[src/include/dcache_settings.svh]
`ifndef DCACHE_SETTINGS_SVH
`define DCACHE_SETTINGS_SVH

// Address and word
`define DCACHE_ADDR_W     32
`define DCACHE_DATA_W     32

// Cache geometry
`define DCACHE_SETS       4
`define DCACHE_WAYS       4
`define DCACHE_LINE_WORDS 16

// Address split into tag, index and byte offset
`define DCACHE_OFFSET_W   6
`define DCACHE_INDEX_W    2
`define DCACHE_TAG_W      24

`endif

[src/dcache_pkg.sv]
`include "dcache_settings.svh"

package dcache_pkg;

    typedef logic [`DCACHE_ADDR_W-1:0]               addr_t;
    typedef logic [`DCACHE_DATA_W-1:0]               word_t;
    typedef logic [`DCACHE_TAG_W-1:0]                tag_t;
    typedef logic [`DCACHE_INDEX_W-1:0]              set_idx_t;
    typedef logic [$clog2(`DCACHE_WAYS)-1:0]         way_idx_t;
    typedef logic [$clog2(`DCACHE_LINE_WORDS)-1:0]   word_idx_t;
    typedef logic [`DCACHE_DATA_W/8-1:0]             byte_en_t;

    typedef enum logic [2:0] {
        IDLE,
        LOOKUP,
        WB_ADDR,   // Victim line address out
        WB_DATA,   // Victim line beats out
        RF_ADDR,
        RF_DATA,
        RESPOND
    } ctrl_state_t;

endpackage

[src/dcache_ctrl.sv]
`include "dcache_settings.svh"

module dcache_ctrl (
    input  logic                  clk,
    input  logic                  rst_n,
    input  dcache_pkg::addr_t     s_addr,
    input  logic                  s_arvalid,
    input  dcache_pkg::byte_en_t  s_awvalid,
    input  dcache_pkg::word_t     s_wdata,
    output dcache_pkg::word_t     s_rdata,
    output logic                  s_rvalid,
    output logic                  s_wready,
    output dcache_pkg::addr_t     m_araddr,
    output logic                  m_arvalid,
    input  logic                  m_arready,
    input  dcache_pkg::word_t     m_rdata,
    input  logic                  m_rvalid,
    input  logic                  m_rlast,
    output logic                  m_rready,
    output dcache_pkg::addr_t     m_awaddr,
    output logic                  m_awvalid,
    input  logic                  m_awready,
    output dcache_pkg::word_t     m_wdata,
    output logic                  m_wvalid,
    output logic                  m_wlast,
    input  logic                  m_wready,
    output logic                  m_bready,
    output dcache_pkg::addr_t     req_addr,
    output logic                  fill,
    output logic                  mark_dirty,
    input  logic                  hit,
    input  dcache_pkg::way_idx_t  hit_way,
    input  dcache_pkg::way_idx_t  victim_way,
    input  logic                  victim_dirty,
    input  dcache_pkg::tag_t      victim_tag,
    output dcache_pkg::way_idx_t  arr_way,
    output dcache_pkg::word_idx_t arr_word,
    output dcache_pkg::byte_en_t  arr_be,
    output dcache_pkg::word_t     arr_wdata,
    input  dcache_pkg::word_t     arr_rdata
);

    dcache_pkg::ctrl_state_t state;
    dcache_pkg::byte_en_t    req_be;
    dcache_pkg::word_t       req_wdata;
    dcache_pkg::word_idx_t   beat;        // Burst word counter
    logic                    req_write;
    logic                    in_burst;

    assign req_write = |req_be;           // Reads carry no byte enables
    assign in_burst  = (state == dcache_pkg::WB_DATA) || (state == dcache_pkg::RF_DATA);

    assign m_rready = 1'b1;
    assign m_bready = 1'b1;
    assign m_wvalid = (state == dcache_pkg::WB_DATA);
    assign m_wlast  = m_wvalid && (beat == '1);
    assign m_wdata  = arr_rdata;

    assign mark_dirty = (state == dcache_pkg::LOOKUP) && hit && req_write;
    assign fill       = (state == dcache_pkg::RF_DATA) && m_rvalid && m_rlast;

    assign arr_way   = (state == dcache_pkg::LOOKUP) ? hit_way : victim_way;
    assign arr_word  = in_burst ? beat : req_addr[`DCACHE_OFFSET_W-1:2];
    assign arr_wdata = (state == dcache_pkg::RF_DATA) ? m_rdata : req_wdata;

    always_comb begin
        arr_be = '0;
        if (mark_dirty) begin
            arr_be = req_be;                          // Merge into hit line
        end else if (state == dcache_pkg::RF_DATA && m_rvalid) begin
            arr_be = '1;
        end
    end

    always_ff @(posedge clk or negedge rst_n) begin
        if (!rst_n) begin
            state     <= dcache_pkg::IDLE;
            req_addr  <= '0;
            beat      <= '0;
            m_arvalid <= 1'b0;
            m_awvalid <= 1'b0;
            s_rvalid  <= 1'b0;
            s_wready  <= 1'b0;
        end else begin
            s_rvalid <= 1'b0;
            s_wready <= 1'b0;
            case (state)
                dcache_pkg::IDLE: begin
                    req_addr <= s_addr;
                    if (s_arvalid || (|s_awvalid)) begin
                        state <= dcache_pkg::LOOKUP;
                    end
                end
                dcache_pkg::LOOKUP: begin
                    if (hit) begin
                        s_rvalid <= !req_write;
                        s_wready <= req_write;
                        state    <= dcache_pkg::RESPOND;
                    end else if (victim_dirty) begin
                        m_awvalid <= 1'b1;
                        state     <= dcache_pkg::WB_ADDR;
                    end else begin
                        m_arvalid <= 1'b1;
                        state     <= dcache_pkg::RF_ADDR;
                    end
                end
                dcache_pkg::WB_ADDR: begin
                    if (m_awready) begin
                        m_awvalid <= 1'b0;
                        beat      <= '0;
                        state     <= dcache_pkg::WB_DATA;
                    end
                end
                dcache_pkg::WB_DATA: begin
                    if (m_wready) begin
                        beat <= beat + 1'b1;
                        if (m_wlast) begin
                            m_arvalid <= 1'b1;   // Refill follows write-back
                            state     <= dcache_pkg::RF_ADDR;
                        end
                    end
                end
                dcache_pkg::RF_ADDR: begin
                    if (m_arready) begin
                        m_arvalid <= 1'b0;
                        beat      <= '0;
                        state     <= dcache_pkg::RF_DATA;
                    end
                end
                dcache_pkg::RF_DATA: begin
                    if (m_rvalid) begin
                        beat <= beat + 1'b1;
                        if (m_rlast) begin
                            state <= dcache_pkg::LOOKUP;   // Retry, now a hit
                        end
                    end
                end
                dcache_pkg::RESPOND: state <= dcache_pkg::IDLE;
                default:             state <= dcache_pkg::IDLE;
            endcase
        end
    end

    always_ff @(posedge clk) begin
        if (state == dcache_pkg::IDLE) begin
            req_be    <= s_awvalid;
            req_wdata <= s_wdata;
        end
        if (state == dcache_pkg::LOOKUP && hit && !req_write) begin
            s_rdata <= arr_rdata;
        end
        if (state == dcache_pkg::LOOKUP && !hit) begin
            m_awaddr <= {victim_tag, req_addr[`DCACHE_OFFSET_W +: `DCACHE_INDEX_W],
                         {`DCACHE_OFFSET_W{1'b0}}};
            m_araddr <= {req_addr[`DCACHE_ADDR_W-1:`DCACHE_OFFSET_W], {`DCACHE_OFFSET_W{1'b0}}};
        end
    end

    // Write beat held under back-pressure
    a_wbeat_held: assert property (@(posedge clk) disable iff (!rst_n)
        m_wvalid && !m_wready |=> m_wvalid && $stable(m_wdata) && $stable(m_wlast));

    // Response matches the request still held
    a_resp_type: assert property (@(posedge clk) disable iff (!rst_n)
        (!s_rvalid || s_arvalid) && (!s_wready || (|s_awvalid)));

endmodule

[config.mk]
export PLATFORM = sky130hd
export DESIGN_NAME = dcache_ctrl
export DESIGN_NICKNAME = d
export VERILOG_FILES = /design/src/dcache_pkg.sv /design/src/dcache_ctrl.sv
export VERILOG_INCLUDE_DIRS = /design/src /design/src/include
export SDC_FILE = /design/constraint.sdc
export NUM_CORES = 1
export LEC_CHECK = 0
export BUFFER_PORTS_ARGS = -buffer_cell sky130_fd_sc_hd__buf_2
export CAP_MARGIN = 20
export CORE_AREA = 2 2 150 152
export CTS_BUF_LIST = sky130_fd_sc_hd__clkbuf_4 sky130_fd_sc_hd__clkbuf_8
export CTS_CLUSTER_SIZE = 25
export DETAILED_ROUTE_END_ITERATION = 8
export DIE_AREA = 0 0 152 154
export PLACE_DENSITY = 0.61
export SYNTH_ARGS = -nofsm -noshare
export SYNTH_HDL_FRONTEND = slang
export SYNTH_SLANG_ARGS = --single-unit
[constraint.sdc]
create_clock -name clk -period 4.8 [get_ports clk]
set_clock_uncertainty 0.1 [all_clocks]
set_input_delay 0.72 -clock clk [delete_from_list [all_inputs] [get_ports clk]]
set_output_delay 0.72 -clock clk [all_outputs]
set_load 0.01 [all_outputs]
==> reports/results.tsv <==
stage	metric	value	unit
status	status	complete, no violations	
logic_synthesis	synth unique cells	41	
final_layout	layout cells sized above 1	0.568	
critical_path	CP Launch Type	flip-flop	
logic_synthesis	Mean Syn Cell Area	14.6	sq um
min_path	Hold Crit Class	in2async	
detailed_routing	drt total wl	16.9	mm
global_route	largest net degree at the start of global routing	51	
timing	max frequency	0.291	GHz
die	I/O pin cnt	382	
detailed_routing	routed via count	4574	
cts	CTS tree	built	
cts	cts bufs inserted	17	
cts	Worst-path clk slew	0.11	ns
critical_path	type of the worst setup path	reg2out	
place	Placed Cells	1038	
timing	final setup vio count	0	
critical_path	cell family with most CP delay	simple AND/OR/NAND/NOR gates	
critical_path	Cell Chain, Critical Path	nand2b_1, nor2_1, and2_0, nor2b_1, buf_2	
die	Rows	54	
die	Die X-Extent	152	microns
die	core footprint	21700	sq um
critical_path	crit-path max cell delay	0.71	ns
cts	CTS root buf	clkbuf_8	
power	sequential power share	0.455	
final_layout	Final Non-Filler Cells	1073	
die	die footprint	23400	sq um
power	P_int	3.03	mW
timing	Worst Max-Slew Pin Slew	0.794	ns
logic_synthesis	top_reg_cell synth	edfxtp_1	
timing	Fin. Hold Viols	0	
timing	Sum Neg Setup Slack	0	ns
critical_path	CP Max Fanout	18	
power	Worst VDD drop	0.260	mV
detailed_routing	Vias/cell	4.26	
place	Port Buf Inserts	367	
global_route	GRT Util Overall	0.141	
detailed_routing	TritonRoute pass-1 iters	5	
detailed_routing	Post-DRT Antenna Nets	0	
critical_path	critical path endpoint category	output pin	
critical_path	required time worst endpoint	3.98	ns
logic_synthesis	synth top area cells	edfxtp_1 (56%), dfrtp_1 (17%), mux2_2 (6.2%)	
final_layout	# nets final	949	
power	Clk pwr share	0.202	
place	dpl hpwl	12.9	mm
timing	Worst slew margin	0.466	
final_layout	P&R area growth vs syn	35.4	%
detailed_routing	DRC	0	
global_route	global-route wire length before repair	25.3	mm
timing	RSZ-0062 raised after global routing	false	
cts	clk sink count	161	
logic_synthesis	synthesized area	6360	sq um
logic_synthesis	Seq/Total Area, Yosys	0.726	
logic_synthesis	Synth top area share	0.557	
cts	Clock H-tree levels	4	
detailed_routing	WL/cell	15.7	microns
logic_synthesis	Async S/R FF share, synth	0.267	
cts	clk_lat worst skew	0.45	ns
global_route	GRT overflow	0	
logic_synthesis	Yosys warning total	0	
timing	minimum clock period	3.43	ns
logic_synthesis	synthesized flop and latch total	161	
critical_path	Worst EP arrival	2.61	ns
global_route	initial antenna violation count	4	
critical_path	Buf/Inv on CP	1	
run	Max-Cap Viols	0	
power	Psw	1.71	mW
logic_synthesis	number of flops mapped to enable cells by yosys	118	
cts	Post-CTS Hold Buffers	0	
place	GP Congestion	0.783	
power	Comb power frac	0.343	
logic_synthesis	largest area contributor in the netlist	edfxtp_1	
cts	total setup buffers inserted after CTS	0	
critical_path	CP max stage cell	dfrtp_1	
detailed_routing	drt first-iter violations	243	
timing	hold slack	0.0942	ns
die	die height	154	microns
global_route	vias in the first global route	4471	
cts	clk buf depth	2	
timing	post-route clock period utilization	0.715	
power	leakage	3.95	nW
cts	post-CTS sizing	0	
logic_synthesis	Syn Inst Count	436	
timing	Max Slew Vio Count	0	
place	Cell Area, Placed	8220	sq um
power	Power Density	550	nW/um^2
power	switching share of power	0.361	
final_layout	Design Area, Final	8610	sq um
die	Initial Utilization	0.293	
-- cell usage in the layout (no fill, tap or decap), types with 2 or more instances in the layout --
master and count:
and3_1 4, clkbuf_8 17, edfxtp_1 118, inv_6 6, a21oi_1 4, nand2_1 105, inv_1 3, a22o_1 4
dfrtp_1 43, o31ai_1 2, nor4_1 2, nor3_1 2, inv_8 3, nor2_1 8, clkinv_8 2, and4_1 2
conb_1 14, diode_2 2, mux2_2 35, nand2b_1 5, nor2b_1 4, clkinvlp_4 2, o21ai_0 8, nor3_4 2
buf_4 5, buf_2 367, o2bb2ai_1 2
-- worst paths after layout --
| path | startpoint | endpoint | slack (ns) | depth (start not counted) |
|---|---|---|---|---|
| hold / removal | rst_n | req_addr[7]$_DFFE_PN0N_ | 0.09 | 1 |
| setup reg to reg | state[1]$_DFFE_PN0P_ | beat[0]$_DFFE_PN0P_ | 2.30 | 4 |
| max in group asynchronous | rst_n | state[0]$_DFFE_PN0P_ | 3.96 | 2 |
| min in group clk | victim_tag[23] | m_awaddr[31]$_DFFE_PP_ | 0.33 | 1 |
| setup / recovery | state[0]$_DFFE_PN0P_ | mark_dirty | 1.37 | 5 |
| hold reg to reg | req_addr[30]$_DFFE_PN0N_ | m_araddr[30]$_DFFE_PP_ | 0.37 | 0 |
-- synth_stat cells (2+ instances only) --
| cell | n |
|---|---|
| nor4_1 | 2 |
| nand2b_1 | 5 |
| mux2_2 | 35 |
| and3_1 | 4 |
| clkbuf_1 | 5 |
| inv_1 | 3 |
| edfxtp_1 | 118 |
| nor2_1 | 8 |
| buf_2 | 5 |
| o21ai_0 | 8 |
| nor2b_1 | 4 |
| dfrtp_1 | 43 |
| a22o_1 | 4 |
| nor3_1 | 3 |
| o2bb2ai_1 | 2 |
| a21oi_1 | 4 |
| o31ai_1 | 2 |
| nand2_1 | 105 |
| and4_1 | 2 |
| conb_1 | 2 |
| buf_4 | 52 |
-- worst register-to-register path: stages (launching register included) --
cell,delay (ns)
dfrtp_1,0.65
nand3b_1,0.76
o21a_4,0.48
nand2_4,0.10
mux2_4,0.30
-- through the flow --
step,power [mW],setup slack (ns),utilization
6_report,4.74,1.37,0.397
5_1_grt,5.05,1.01,0.397
4_1_cts,4.82,1.18,0.396
3_5_place_dp,3.83,1.70,0.379
3_3_place_gp,3.80,1.78,0.378
2_1_floorplan,3.16,1.53,-
-- cell type report --
type / instances / area [sq um]
clock buffers: 17 / 234
inverters: 3 / 11.3
clock inverters: 15 / 143
repair buffers: 374 / 1910
flip-flops and latches: 161 / 4620
fillers: 2109 / 13100
diodes: 2 / 5.00
multi-input cells: 221 / 1340
well taps: 280 / 350
-- cell families (layout without fill, tap and decap cells) --
family          Yosys count  after routing  synth area share
compound gates           26             26            0.0301
xor+xnor                  1              1           0.00256
fa+ha+maj                 1              1           0.00197
buf+inv                  66            409            0.0718
flops                   161            161             0.726
mux                      38             38            0.0677
other cells               2             16           0.00118
simple gates            141            141            0.0984
-- power by group through the flow --
stage	sequential, mW	combinational [mW]	clock [mW]
final	2.16	1.62	0.958
after global routing	2.21	1.79	1.05
after CTS	2.16	1.65	1.01
after detailed placement	2.19	1.64	0
after global placement	2.17	1.63	0
after floorplan	2.23	0.927	0
-- metal layers --
layer	routed length (microns)	vias up	GRT usage
met3	1530	36	0.0536
met5	23	-	0
met1	6820	2145	0.170
li1	-	2166	-
met2	8110	223	0.228
met4	380	4	0.0583
-- sequential cells by signal (all words and copies together), names as in the netlist --
register	count
m_araddr	24
s_rdata	32
req_addr	32
m_awvalid	1
beat	4
req_wdata	32
state	3
m_arvalid	1
req_be	4
s_wready	1
s_rvalid	1
m_awaddr	26
Power figures use the tool's default switching activity.
