## config.mk

```make
export PLATFORM = sky130hd
export DESIGN_NAME = dcache_tag_array
export DESIGN_NICKNAME = d
export VERILOG_FILES = /design/src/dcache_pkg.sv /design/src/dcache_tag_array.sv
export VERILOG_INCLUDE_DIRS = /design/src /design/src/include
export SDC_FILE = /design/constraint.sdc
export NUM_CORES = 1
export LEC_CHECK = 0
export BUFFER_PORTS_ARGS = -buffer_cell sky130_fd_sc_hd__buf_2
export CAP_MARGIN = 20
export CORE_MARGIN = 2
export CORE_UTILIZATION = 65
export CTS_CLUSTER_DIAMETER = 150
export DETAILED_ROUTE_END_ITERATION = 10
export MAX_ROUTING_LAYER = met4
export PLACE_DENSITY = 0.86
export SLEW_MARGIN = 25
export SYNTH_ARGS = -nofsm -noshare
export SYNTH_HDL_FRONTEND = slang
export SYNTH_SLANG_ARGS = --single-unit
```

## constraint.sdc

```tcl
create_clock -name clk -period 5.53 [get_ports clk]
set_clock_uncertainty 0.15 [all_clocks]
set_input_delay 0.553 -clock clk [delete_from_list [all_inputs] [get_ports clk]]
set_output_delay 0.553 -clock clk [all_outputs]
set_load 0.005 [all_outputs]
```

## src/include/dcache_settings.svh

```systemverilog
`ifndef DCACHE_SETTINGS_SVH
`define DCACHE_SETTINGS_SVH

// Address and word
`define DCACHE_ADDR_W     32
`define DCACHE_DATA_W     32

// Cache geometry
`define DCACHE_SETS       4
`define DCACHE_WAYS       4
`define DCACHE_LINE_WORDS 16

// Address split into tag, index and byte offset
`define DCACHE_OFFSET_W   6
`define DCACHE_INDEX_W    2
`define DCACHE_TAG_W      24

`endif

```

## src/dcache_pkg.sv

```systemverilog
`include "dcache_settings.svh"

package dcache_pkg;

    typedef logic [`DCACHE_ADDR_W-1:0]               addr_t;
    typedef logic [`DCACHE_DATA_W-1:0]               word_t;
    typedef logic [`DCACHE_TAG_W-1:0]                tag_t;
    typedef logic [`DCACHE_INDEX_W-1:0]              set_idx_t;
    typedef logic [$clog2(`DCACHE_WAYS)-1:0]         way_idx_t;
    typedef logic [$clog2(`DCACHE_LINE_WORDS)-1:0]   word_idx_t;
    typedef logic [`DCACHE_DATA_W/8-1:0]             byte_en_t;

    typedef enum logic [2:0] {
        IDLE,
        LOOKUP,
        WB_ADDR,   // Victim line address out
        WB_DATA,   // Victim line beats out
        RF_ADDR,
        RF_DATA,
        RESPOND
    } ctrl_state_t;

endpackage

```

## src/dcache_tag_array.sv

```systemverilog
`include "dcache_settings.svh"

module dcache_tag_array (
    input  logic                 clk,
    input  logic                 rst_n,
    input  dcache_pkg::addr_t    lookup_addr,
    input  logic                 fill,
    input  logic                 mark_dirty,
    output logic                 hit,
    output dcache_pkg::way_idx_t hit_way,
    output dcache_pkg::way_idx_t victim_way,
    output logic                 victim_dirty,
    output dcache_pkg::tag_t     victim_tag
);

    dcache_pkg::tag_t        tags [`DCACHE_SETS][`DCACHE_WAYS];
    logic [`DCACHE_WAYS-1:0] valid [`DCACHE_SETS];
    logic [`DCACHE_WAYS-1:0] dirty [`DCACHE_SETS];
    dcache_pkg::way_idx_t    rr_ptr [`DCACHE_SETS];   // Next victim per set

    dcache_pkg::set_idx_t    set_idx;
    dcache_pkg::tag_t        tag;
    logic [`DCACHE_WAYS-1:0] match;

    assign set_idx = lookup_addr[`DCACHE_OFFSET_W +: `DCACHE_INDEX_W];
    assign tag     = lookup_addr[`DCACHE_ADDR_W-1 -: `DCACHE_TAG_W];

    always_comb begin
        hit_way = '0;
        for (int w = 0; w < `DCACHE_WAYS; w++) begin
            match[w] = valid[set_idx][w] && (tags[set_idx][w] == tag);
            if (match[w]) begin
                hit_way = dcache_pkg::way_idx_t'(w);
            end
        end
    end

    assign hit          = |match;
    assign victim_way   = rr_ptr[set_idx];
    assign victim_dirty = valid[set_idx][victim_way] && dirty[set_idx][victim_way];
    assign victim_tag   = tags[set_idx][victim_way];

    always_ff @(posedge clk or negedge rst_n) begin
        if (!rst_n) begin
            for (int s = 0; s < `DCACHE_SETS; s++) begin
                valid[s]  <= '0;
                dirty[s]  <= '0;
                rr_ptr[s] <= '0;
            end
        end else begin
            if (fill) begin
                valid[set_idx][victim_way] <= 1'b1;
                dirty[set_idx][victim_way] <= 1'b0;   // Fresh line is clean
                rr_ptr[set_idx]            <= victim_way + 1'b1;
            end
            if (mark_dirty) begin
                dirty[set_idx][hit_way] <= 1'b1;
            end
        end
    end

    always_ff @(posedge clk) begin
        if (fill) begin
            tags[set_idx][victim_way] <= tag;
        end
    end

    // A refill never duplicates a line that is already present
    a_single_match: assert property (@(posedge clk) disable iff (!rst_n) $onehot0(match));

endmodule

```

==> summary.txt, run 1 <==
Synth
  • Unique masters post-synth: 56
  • FFs w/ async S/R, synth: 9.43%
  • Synth Register Bits: 424
  • Post-synthesis cell area: 18100 sq um
  • Sequential share of the synthesized area: 69.1%
  • Mapped Cells: 1017
  • Ys flop type: edfxtp_1
  • Syn Area/Cell: 17.8 sq um
  • Synthesized Nets: 1057
  • Number of synthesized flops with an enable pin: 384
  • YS warnings: 0

Routing
  • Post-route antenna net violation count: 0
  • Drt wl/cell: 29.9 microns
  • Final WL: 44.7 mm
  • Starting DRC count in detailed routing: 1571
  • DRC: 0
  • Vias/cell: 6.80
  • DRT Pass-1 Iters: 6
  • DR vias: 10200

STA
  • Setup TNS: 0 ps
  • Slew HR: 36.5%
  • RSZ-0062 raised after global routing: no
  • WHS: -1.83 ps
  • Fmax: 216 MHz
  • Final hold violation count: 1
  • Min Tclk post-route: 4640 ps
  • Final Cycle Share: 83.9%
  • Setup Viol. Count Final: 0
  • Slew Viols, Final: 0
  • Worst-Margin Slew: 952 ps

Clock tree
  • Number of H-tree levels: 2
  • Clock transition at the registers of the reported paths: 60 ps
  • CTS Root Cell: clkbuf_16
  • Post-CTS Setup Repair Bufs: 0
  • Hold_buf cts: 0
  • Clock Path Buffers: 3
  • Worst skew pair latency: 540 ps
  • CTS tree: yes
  • CTS Buf Count: 43
  • Clk sinks: 424
  • Post-CTS resize count: 0

Global routing
  • Total gr overflow: 0
  • Met2 Use GR: 49.9%
  • Largest net degree at the start of global routing: 68
  • Met1 usage: 43.8%
  • First-pass GRT wire length: 65.6 mm
  • Met3 global-route usage: 5.74%
  • Vias in the first global route: 10100
  • Most Crowded Layer GR: met2
  • GRT Total Usage: 32.5%
  • Initial antenna violation count: 1

Floorplanning
  • Die Area: 29200 sq um
  • Die Wd: 171 microns
  • Boundary pin count: 66
  • Row cnt: 61
  • Initial Util: 65.6%
  • Die Y: 171 microns
  • Core area: 27600 sq um

Placed design
  • RePlAce Congestion: 0.907
  • Detail Placement HPWL: 26.5 mm
  • DP Area: 18800 sq um
  • I/O Buffers: 59

Pwr
  • Power Dens Cells: 386 nW/um^2
  • Pleak: 6.92 nW
  • Total power: 7.79 mW
  • VDD IR max: 0.316 mV

Hold path
  • HP Class: in2async

Setup path
  • Slowest cell on crit path: inv_1
  • Worst-path maximum fanout: 59
  • CP Capture Type: output pin
  • Cell mode on critical path: buf_4
  • Max incr delay on CP: 660 ps
  • Startpoint types: input port
  • Critical path class: in2out
  • Worst path cell trace: buf_6 > buf_4 > nand2_1 > o21ai_4 > inv_1 > buf_4 > and3_1 > a311oi_1 > a31oi_1 > buf_2
  • Critical Path RT: 4830 ps
  • WP data arrival: 3930 ps

Final layout
  • Fin area: 20200 sq um
  • Share of cells above drive strength 1: 23.4%
  • Nets: 1127
  • P&R area growth vs syn: 11.2%
  • Most common library cell in the layout ignoring fill and taps: edfxtp_1
  • Fin util: 72.9%
  • Most frequent cells in the layout: edfxtp_1 (384), mux4_2 (97), nand2_1 (86), xnor2_1 (73), buf_2 (57)

Flow run
  • Max-Cap Viols: 0

Run status
  • Status: complete, but fails checks
  • Violated checks: negative hold slack
[per-layer routing]
metal | up-vias | wire length (microns)
li1 | 4119 | -
met1 | 5254 | 16500
met2 | 688 | 21800
met3 | 124 | 4520
met4 | 0 | 1960
met5 | - | 0
[worst max-delay path: cells and delay by family]
family / cells / cell delay, ps
AO/OA/AOI/OAI: 3 / 720
AND/OR/NAND/NOR: 2 / 330
buffers and inverters: 5 / 2230
[cells by family (layout without fill, tap and decap cells)]
| logic type | after synthesis | in the layout | share of synthesized area, % |
|---|---|---|---|
| AOI/OAI and AO/OA | 74 | 74 | 2.62 |
| and+or+nand+nor | 178 | 178 | 5.01 |
| other | 0 | 1 | 0 |
| xor gates and xnor gates | 95 | 95 | 4.59 |
| muxes | 158 | 158 | 15.7 |
| DFF | 424 | 424 | 69.1 |
| buffers and inverters | 84 | 185 | 2.62 |
| adders and majority gates | 4 | 4 | 0.276 |
[cells in the mapped netlist (10+ instances only)]
cell type,instances,share of area [%]
nor2_1,10,0.21
mux4_2,97,12
edfxtp_1,384,64
a21oi_1,14,0.39
and3_1,10,0.35
nand2b_1,23,0.79
o21ai_0,10,0.28
nand2_1,86,1.8
o21ai_1,12,0.33
xnor2_1,73,3.5
mux2i_1,50,2.8
buf_2,15,0.41
buf_4,12,0.50
a31oi_1,11,0.38
nand4_1,18,0.62
dfrtp_1,40,5.5
clkbuf_1,21,0.43
buf_6,10,0.62
xor2_1,22,1.1
inv_1,20,0.41
[stage by stage]
step / setup slack, ps / std cells
3_5_place_dp: 938 / 1420
5_1_grt: 649 / 1497
3_3_place_gp: 1030 / 1420
4_1_cts: 931 / 1496
2_1_floorplan: 2160 / 1017
6_report: 892 / 1497
[state kept, by name, summed over array words and instances, names as in the netlist]
| name | cells |
|---|---|
| dirty | 16 |
| rr_ptr | 8 |
| tags | 384 |
| valid | 16 |
[power by group]
group / internal, mW / switching (mW)
combinational: 0.475 / 0.777
clock: 1.59 / 1.16
sequential: 3.71 / 0.0711
total: 5.78 / 2.01
[layout make-up]
type	instances	area, sq um
clock buffers	55	1170
multi-input cells	509	5130
fillers	1593	7480
clock inverters	21	149
inverters	20	75.1
diodes	1	2.50
repair buffers	89	621
well taps	378	473
flip-flops and latches	424	12500
[final timing paths]
check | to | from | slack [ps] | depth (start not counted)
min reg2reg | valid[10]$_DFFE_PN0P_ | valid[10]$_DFFE_PN0P_ | 320 | 1
max | victim_dirty | lookup_addr[6] | 890 | 10
max reg2reg | tags[0][11]$_DFFE_PP_ | rr_ptr[6]$_DFFE_PN0P_ | 1810 | 7
min in group clk | tags[0][74]$_DFFE_PP_ | lookup_addr[10] | 300 | 1
min | valid[8]$_DFFE_PN0P_ | rst_n | -2 | 1
max in group asynchronous | valid[6]$_DFFE_PN0P_ | rst_n | 4670 | 1
Power figures use the tool's default switching activity.
==> run 2: changes to the inputs <==
CORE_UTILIZATION = 56   (was 65)
PLACE_DENSITY = 0.79   (was 0.86)
clock period = 4.25 ns   (was 5.53 ns; I/O delays follow)
==> run 2 against run 1 <==
The flow now finishes without violations; via count down 2.2%; setup slack worse by 580 ps; design area rose by 1.4%; die area grew 16%; largest cell class unchanged; register-to-register slack worse by 350 ps; sequential share of layout area shrank 0.86 points; routed wire length down 3.8%; combinational power increased by 34%; global-route usage fell by 5.6 points; hold slack gained 160 ps.
==> summary.txt, run 2 (synthesis gave the netlist of run 1 again) <==
Run status
  • Status: finished, final reports clean

Final layout
  • Share of cells above drive strength 1: 24.7% (+1.3 points)
  • Number of diodes: 0 (-1)
  • Most common library cell in the layout ignoring fill and taps: edfxtp_1
  • Fin util: 64.4% (-8.5 points)
  • Max FFs per register: 384 (unchanged)
  • Largest regs: tags x384, dirty x16, valid x16
  • Nets: 1143 (+1.4%)
  • Top reg by flops: tags
  • Most frequent cells in the layout: edfxtp_1 (384), mux4_2 (97), nand2_1 (86), xnor2_1 (73), buf_2 (57)
  • P&R area growth vs syn: 12.7%

Routing
  • DRC: 0 (unchanged)
  • Starting DRC count in detailed routing: 1485 (-5.5%)
  • Vias/cell: 6.50 (-4.5%)
  • DRT Pass-1 Iters: 6 (unchanged)
  • Final WL: 43.0 mm (-3.8%)
  • Post-route antenna net violation count: 0 (unchanged)
  • Drt wl/cell: 28.1 microns (-6.0%)
  • DR vias: 9959 (-2.2%)

Floorplanning
  • Initial Util: 57.2% (-8.5 points)
  • Die Wd: 184 microns (+7.6%)
  • Die Area: 33800 sq um (+16%)
  • Core area: 31700 sq um (+15%)
  • Boundary pin count: 66 (unchanged)
  • Row cnt: 65 (+6.6%)
  • Die Y: 184 microns (+7.6%)

STA
  • Min Tclk post-route: 3940 ps
  • Setup TNS: 0 ps (unchanged)
  • Final hold violation count: 0 (-1)
  • RSZ-0062 raised after global routing: no
  • Slew HR: 41.8% (+5.4 points)
  • Worst-Margin Slew: 873 ps (-79.6 ps)
  • Slew Viols, Final: 0 (unchanged)
  • Final Cycle Share: 92.8%
  • Setup Viol. Count Final: 0 (unchanged)
  • Fmax: 254 MHz

Hold path
  • Hold Path End: dirty[9]$_DFF_PN0_
  • Min-delay src: mark_dirty
  • Worst hold stages: 3
  • HP Class: in2reg

Global routing
  • Initial antenna violation count: 0 (-1)
  • GRT Total Usage: 26.9% (-5.6 points)
  • Vias in the first global route: 10100 (-0.26%)
  • First-pass GRT wire length: 63.9 mm (-2.7%)
  • Largest net degree at the start of global routing: 57 (-16%)
  • Total gr overflow: 0 (unchanged)

Pwr
  • VDD IR max: 0.368 mV (+17%)
  • Power Dens Cells: 499 nW/um^2 (+29%)
  • Pleak: 7.04 nW (+1.7%)

Setup path
  • Max incr delay on CP: 540 ps (-120 ps)
  • Startpoint types: input port
  • Worst-path maximum fanout: 36 (-39%)
  • WP buf/inv: 3 (-2)
  • Worst reg2reg startpoint: tags[0][41]$_DFFE_PP_
  • CP Capture Type: output pin
  • Worst path cell trace: buf_6 > buf_12 > mux4_2 > xnor2_1 > nand4_1 > a2111oi_2 > nand4_1 > nand3_2 > a21o_1 > buf_2
  • R2R setup slack: 1460 ps (-350 ps)
  • Critical path class: in2out
  • FF-to-FF End: dirty[14]$_DFF_PN0_
  • Slowest cell on crit path: mux4_2
  • Worst-case reg-to-reg path depth: 8 (+1)
  • Delay-heaviest family, CP: simple AND/OR/NAND/NOR gates
  • WP data arrival: 3370 ps (-560 ps)
  • Cell mode on critical path: nand4_1
  • Critical Path RT: 3670 ps (-1160 ps)

Clock tree
  • CTS Root Cell: clkbuf_16
  • Post-CTS Setup Repair Bufs: 0 (unchanged)
  • Clock transition at the registers of the reported paths: 60 ps (about the same)
  • CTS Buf Count: 42 (-2.3%)
  • CTS tree: yes
  • Number of H-tree levels: 2 (unchanged)
  • Clock Path Buffers: 3 (unchanged)
  • Worst skew pair latency: 540 ps (about the same)
  • Clk sinks: 424 (unchanged)

Placed design
  • I/O Buffers: 59 (unchanged)
  • Detail Placement HPWL: 25.8 mm (-2.7%)
  • RePlAce Congestion: 0.877 (-3.3%)

Flow run
  • Max-Cap Viols: 0 (unchanged)
==> run 2: stage by stage <==
stage	area (sq um)	total power, mW	setup slack [ps]	std cells	hold slack [ps]
CTS	20400	10.2	267	1532	144
finish	20400	10.2	308	1532	156
global route	20400	10.5	130	1532	167
detailed placement	19100	6.63	286	1460	297
floorplan	18100	5.91	1010	1017	-20.6
global placement	19100	6.59	341	1460	294
==> run 2: worst max path at each step <==
stage	slack, ps	end	cells after the start	from
5_1_grt	130	hit	10	lookup_addr[6]
2_1_floorplan	1010	tags[0][24]$_DFFE_PP_	9	lookup_addr[7]
3_3_place_gp	340	hit	10	lookup_addr[6]
3_5_place_dp	290	hit	10	lookup_addr[6]
6_report	310	hit	10	lookup_addr[6]
4_1_cts	270	hit	10	lookup_addr[6]
==> run 2: what timing repair did <==
| action | in CTS | in global routing |
|---|---|---|
| hold buffers | 1 | 0 |
| gates resized for setup | 0 | 0 |
| endpoints found under the hold margin | 40 | 0 |
==> run 2: worst reg2reg max path, cell delays in order (launching register included) <==
cell	delay, ps
edfxtp_1	370
mux4_2	500
xnor2_1	320
nand4_1	190
nor4_2	500
nand4_2	200
buf_4	210
nand2b_4	150
o21ai_1	140
==> run 2: cell type report <==
class | instances | area, sq um
Clock buffer | 52 | 1140
Clock inverter | 19 | 195
Fill cell | 2125 | 11300
Inverter | 20 | 75.1
Multi-Input combinational cell | 509 | 5130
Sequential cell | 424 | 12500
Tap cell | 402 | 503
Timing Repair Buffer | 106 | 863
==> run 2: per-layer routing <==
metal / GRT usage (%) / vias up / share of wire [%] / wire (microns)
met5: - / - / 0 / 0
li1: - / 4147 / - / -
met1: 36.0 / 5125 / 39 / 16700
met2: 43.0 / 574 / 50 / 21300
met4: 8.51 / 0 / 3.1 / 1340
met3: 4.36 / 113 / 8.6 / 3700
==> run 2: where the power goes <==
group / internal, mW / switching (mW)
clock: 2.14 / 1.49
sequential: 4.83 / 0.0887
combinational: 0.663 / 1.00
total: 7.63 / 2.58
==> run 3: changes to the inputs <==
--- a/config.mk
+++ b/config.mk
@@ -10,2 +10,3 @@
 export CAP_MARGIN = 20
+export CORE_ASPECT_RATIO = 1.25
 export CORE_MARGIN = 2
==> constraint.sdc (replaced) <==
create_clock -name clk -period 4.25 [get_ports clk]
set_clock_uncertainty 0.15 [all_clocks]
set_input_delay 0.85 -clock clk [delete_from_list [all_inputs] [get_ports clk]]
set_output_delay 0.85 -clock clk [all_outputs]
set_load 0.005 [all_outputs]
==> run 3 against run 2 <==
Power is 1.6% lower; clock power is 8.0% lower; via count is 3.8% higher; sequential power hardly changed; cell count is 5.9% higher; count of clock-buffer cells in the layout is 2 lower; design area is 3.3% higher; sequential share of layout area is 2.0 points lower; setup slack worse by 270 ps; fmax is 6.4% lower; global-route usage is 1.5 points higher; non-clock buffer count is 77 higher.
==> summary.txt, run 3 (synthesis gave the netlist of run 1 again) <==
Routing
  • DRT Pass-1 Iters: 5 (-1)
  • Vias/cell: 6.37 (-2.0%)
  • Post-route antenna net violation count: 0 (unchanged)
  • Final WL: 45.6 mm (+6.1%)
  • DRC: 0 (unchanged)
  • Starting DRC count in detailed routing: 1332 (-10%)
  • Drt wl/cell: 28.1 microns (+0.14%)
  • DR vias: 10300 (+3.8%)

Final layout
  • Register Area: 12500 sq um (unchanged)
  • Largest regs: tags x384, dirty x16, valid x16
  • Most common library cell in the layout ignoring fill and taps: edfxtp_1
  • Fin util: 66.2% (+1.8 points)
  • Most frequent cells in the layout: edfxtp_1 (384), mux4_2 (97), buf_4 (96), nand2_1 (86), xnor2_1 (71)
  • Fin area: 21100 sq um (+3.3%)
  • Share of cells above drive strength 1: 29.3% (+4.6 points)
  • Post-route insts no fill: 1623 (+5.9%)
  • Nets: 1219 (+6.6%)
  • Fillers: 2028 (-4.6%)
  • Top reg by flops: tags
  • Max FFs per register: 384 (unchanged)
  • Area occupied by multi-input gates: 5160 sq um (+0.66%)
  • P&R area growth vs syn: 16.5%

STA
  • Slew Viols, Final: 0 (unchanged)
  • Setup TNS: 0 ps (unchanged)
  • Setup WS post-layout: 39.0 ps (-269 ps)
  • Final Cycle Share: 99.1% (+6.3 points)
  • Slew HR: 41.2% (-0.60 points)
  • Min Tclk post-route: 4210 ps (+269 ps)
  • Setup Viol. Count Final: 0 (unchanged)
  • Fmax: 237 MHz (-6.4%)
  • Final hold violation count: 0 (unchanged)
  • Worst-Margin Slew: 881 ps (+8.93 ps)

Clock tree
  • Clock Path Buffers: 3 (unchanged)
  • CTS Buf Count: 41 (-2.4%)
  • Clk sinks: 424 (unchanged)
  • Worst skew pair latency: 540 ps (about the same)
  • CTS tree: yes
  • Clock transition at the registers of the reported paths: 60 ps (about the same)
  • Hold_buf cts: 0 (-1)
  • CTS Root Cell: clkbuf_16
  • Number of H-tree levels: 2 (unchanged)

Floorplanning
  • Die Wd: 165 microns (-10%)
  • Boundary pin count: 66 (unchanged)
  • Row cnt: 73 (+12%)
  • Die Area: 33800 sq um (about the same)
  • Core area: 31900 sq um (+0.50%)
  • Die Y: 205 microns (+12%)
  • Initial Util: 56.9% (-0.28 points)

Pwr
  • Pleak: 7.41 nW (+5.4%)
  • VDD IR max: 0.371 mV (+0.88%)
  • Power Dens Cells: 476 nW/um^2 (-4.8%)

Setup path
  • Max incr delay on CP: 350 ps (-190 ps)
  • Startpoint types: input port
  • WP buf/inv: 4 (+1)
  • CP Capture Type: output pin
  • Delay-heaviest family, CP: simple AND/OR/NAND/NOR gates
  • WP data arrival: 3210 ps (-160 ps)
  • Cell mode on critical path: nand4_1
  • Slowest cell on crit path: mux4_2
  • Critical Path RT: 3250 ps (-420 ps)
  • Critical path class: in2out
  • Worst-path maximum fanout: 27 (-25%)
  • Worst path cell trace: buf_16 > buf_12 > buf_4 > mux4_2 > xnor2_2 > nand4_1 > nor4_2 > nand4_1 > nand3_2 > a21o_1 > buf_2

Run status
  • Status: finished, final reports clean

Placed design
  • RePlAce Congestion: 0.884 (+0.84%)
  • Detail Placement HPWL: 27.7 mm (+7.2%)
  • Pre-CTS setup slack: -222 ps (-508 ps)
  • Placed insts: 1538 (+5.3%)
  • DP Area: 19700 sq um (+3.1%)
  • I/O Buffers: 59 (unchanged)

Flow run
  • Max-Cap Viols: 0 (unchanged)

Global routing
  • Vias in the first global route: 10400 (+3.6%)
  • Total gr overflow: 0 (unchanged)
  • First-pass GRT wire length: 66.2 mm (+3.6%)
  • GRT Total Usage: 28.4% (+1.5 points)
  • Initial antenna violation count: 2 (+2)
  • Largest net degree at the start of global routing: 41 (-28%)

Hold path
  • HP Class: in2async
## run 3: cell types whose count changed in the layout (fill, tap and decap cells not counted), sizes merged
cell         before  now
dlygate4sd3       1    0
buf             105  180
clkbuf           52   53
bufinv            4    1
clkinvlp          2    3
clkinv           12   17
diode             0    2
inv              21   22
## run 3: power by group
part           leakage, nW  switching [mW]  internal, mW  total [mW]
Combinational         2.90            1.03         0.758        1.79
Clock                0.583            1.49          1.84        3.33
Sequential            3.93          0.0923          4.83        4.92
Total                 7.41            2.61          7.43        10.0
## run 3: per-stage QoR
stage	power (mW)	hold WS, ps
after floorplan	5.91	279
after global placement	6.70	294
after detailed placement	6.75	297
after CTS	10.1	290
after global routing	10.3	339
final	10.0	284
## run 3: routing by layer
layer / vias up / routed length (microns) / GRT usage [%]
met3: 129 / 4140 / 4.60
li1: 4311 / - / -
met4: 0 / 2010 / 10.6
met2: 621 / 23000 / 46.8
met5: - / 0 / -
met1: 5279 / 16500 / 35.8
## run 3: final timing paths
| kind | start | to | slack, ps | cells past startpoint |
|---|---|---|---|---|
| worst max register to register | tags[3][61]$_DFFE_PP_ | dirty[4]$_DFF_PN0_ | 1530 | 9 |
| max in group asynchronous | rst_n | dirty[15]$_DFF_PN0_ | 3110 | 1 |
| min in group clk | valid[0]$_DFFE_PN0P_ | valid[0]$_DFFE_PN0P_ | 320 | 1 |
| worst min register to register | valid[0]$_DFFE_PN0P_ | valid[0]$_DFFE_PN0P_ | 320 | 1 |
| worst min-delay path | rst_n | rr_ptr[4]$_DFFE_PN0P_ | 280 | 1 |
| worst max-delay path | lookup_addr[7] | hit | 40 | 11 |
## run 3: final cells by class
| type | instances | area share, % |
|---|---|---|
| Clock inverter | 23 | 0.693 |
| Sequential cell | 424 | 59.4 |
| Inverter | 20 | 0.356 |
| Tap cell | 412 | 2.44 |
| Timing Repair Buffer | 183 | 7.66 |
| Clock buffer | 50 | 5.02 |
| Multi-Input combinational cell | 509 | 24.4 |
| Antenna cell | 2 | 0.0237 |
## run 3: worst reg2reg max path, delay by kind of cell, from the launching register on
family          cells  cell delay (ps)
xor+xnor            1              190
mux                 1              530
compound gates      2              390
buf+inv             2              250
flops               1              370
simple gates        3              720
## run 3: repair_timing
action,4_1_cts,5_1_grt
cloned,0,3
gates resized for setup,6,9
buffers inserted,2,5
pin swaps,3,6
endpoints found under the setup margin,3,4
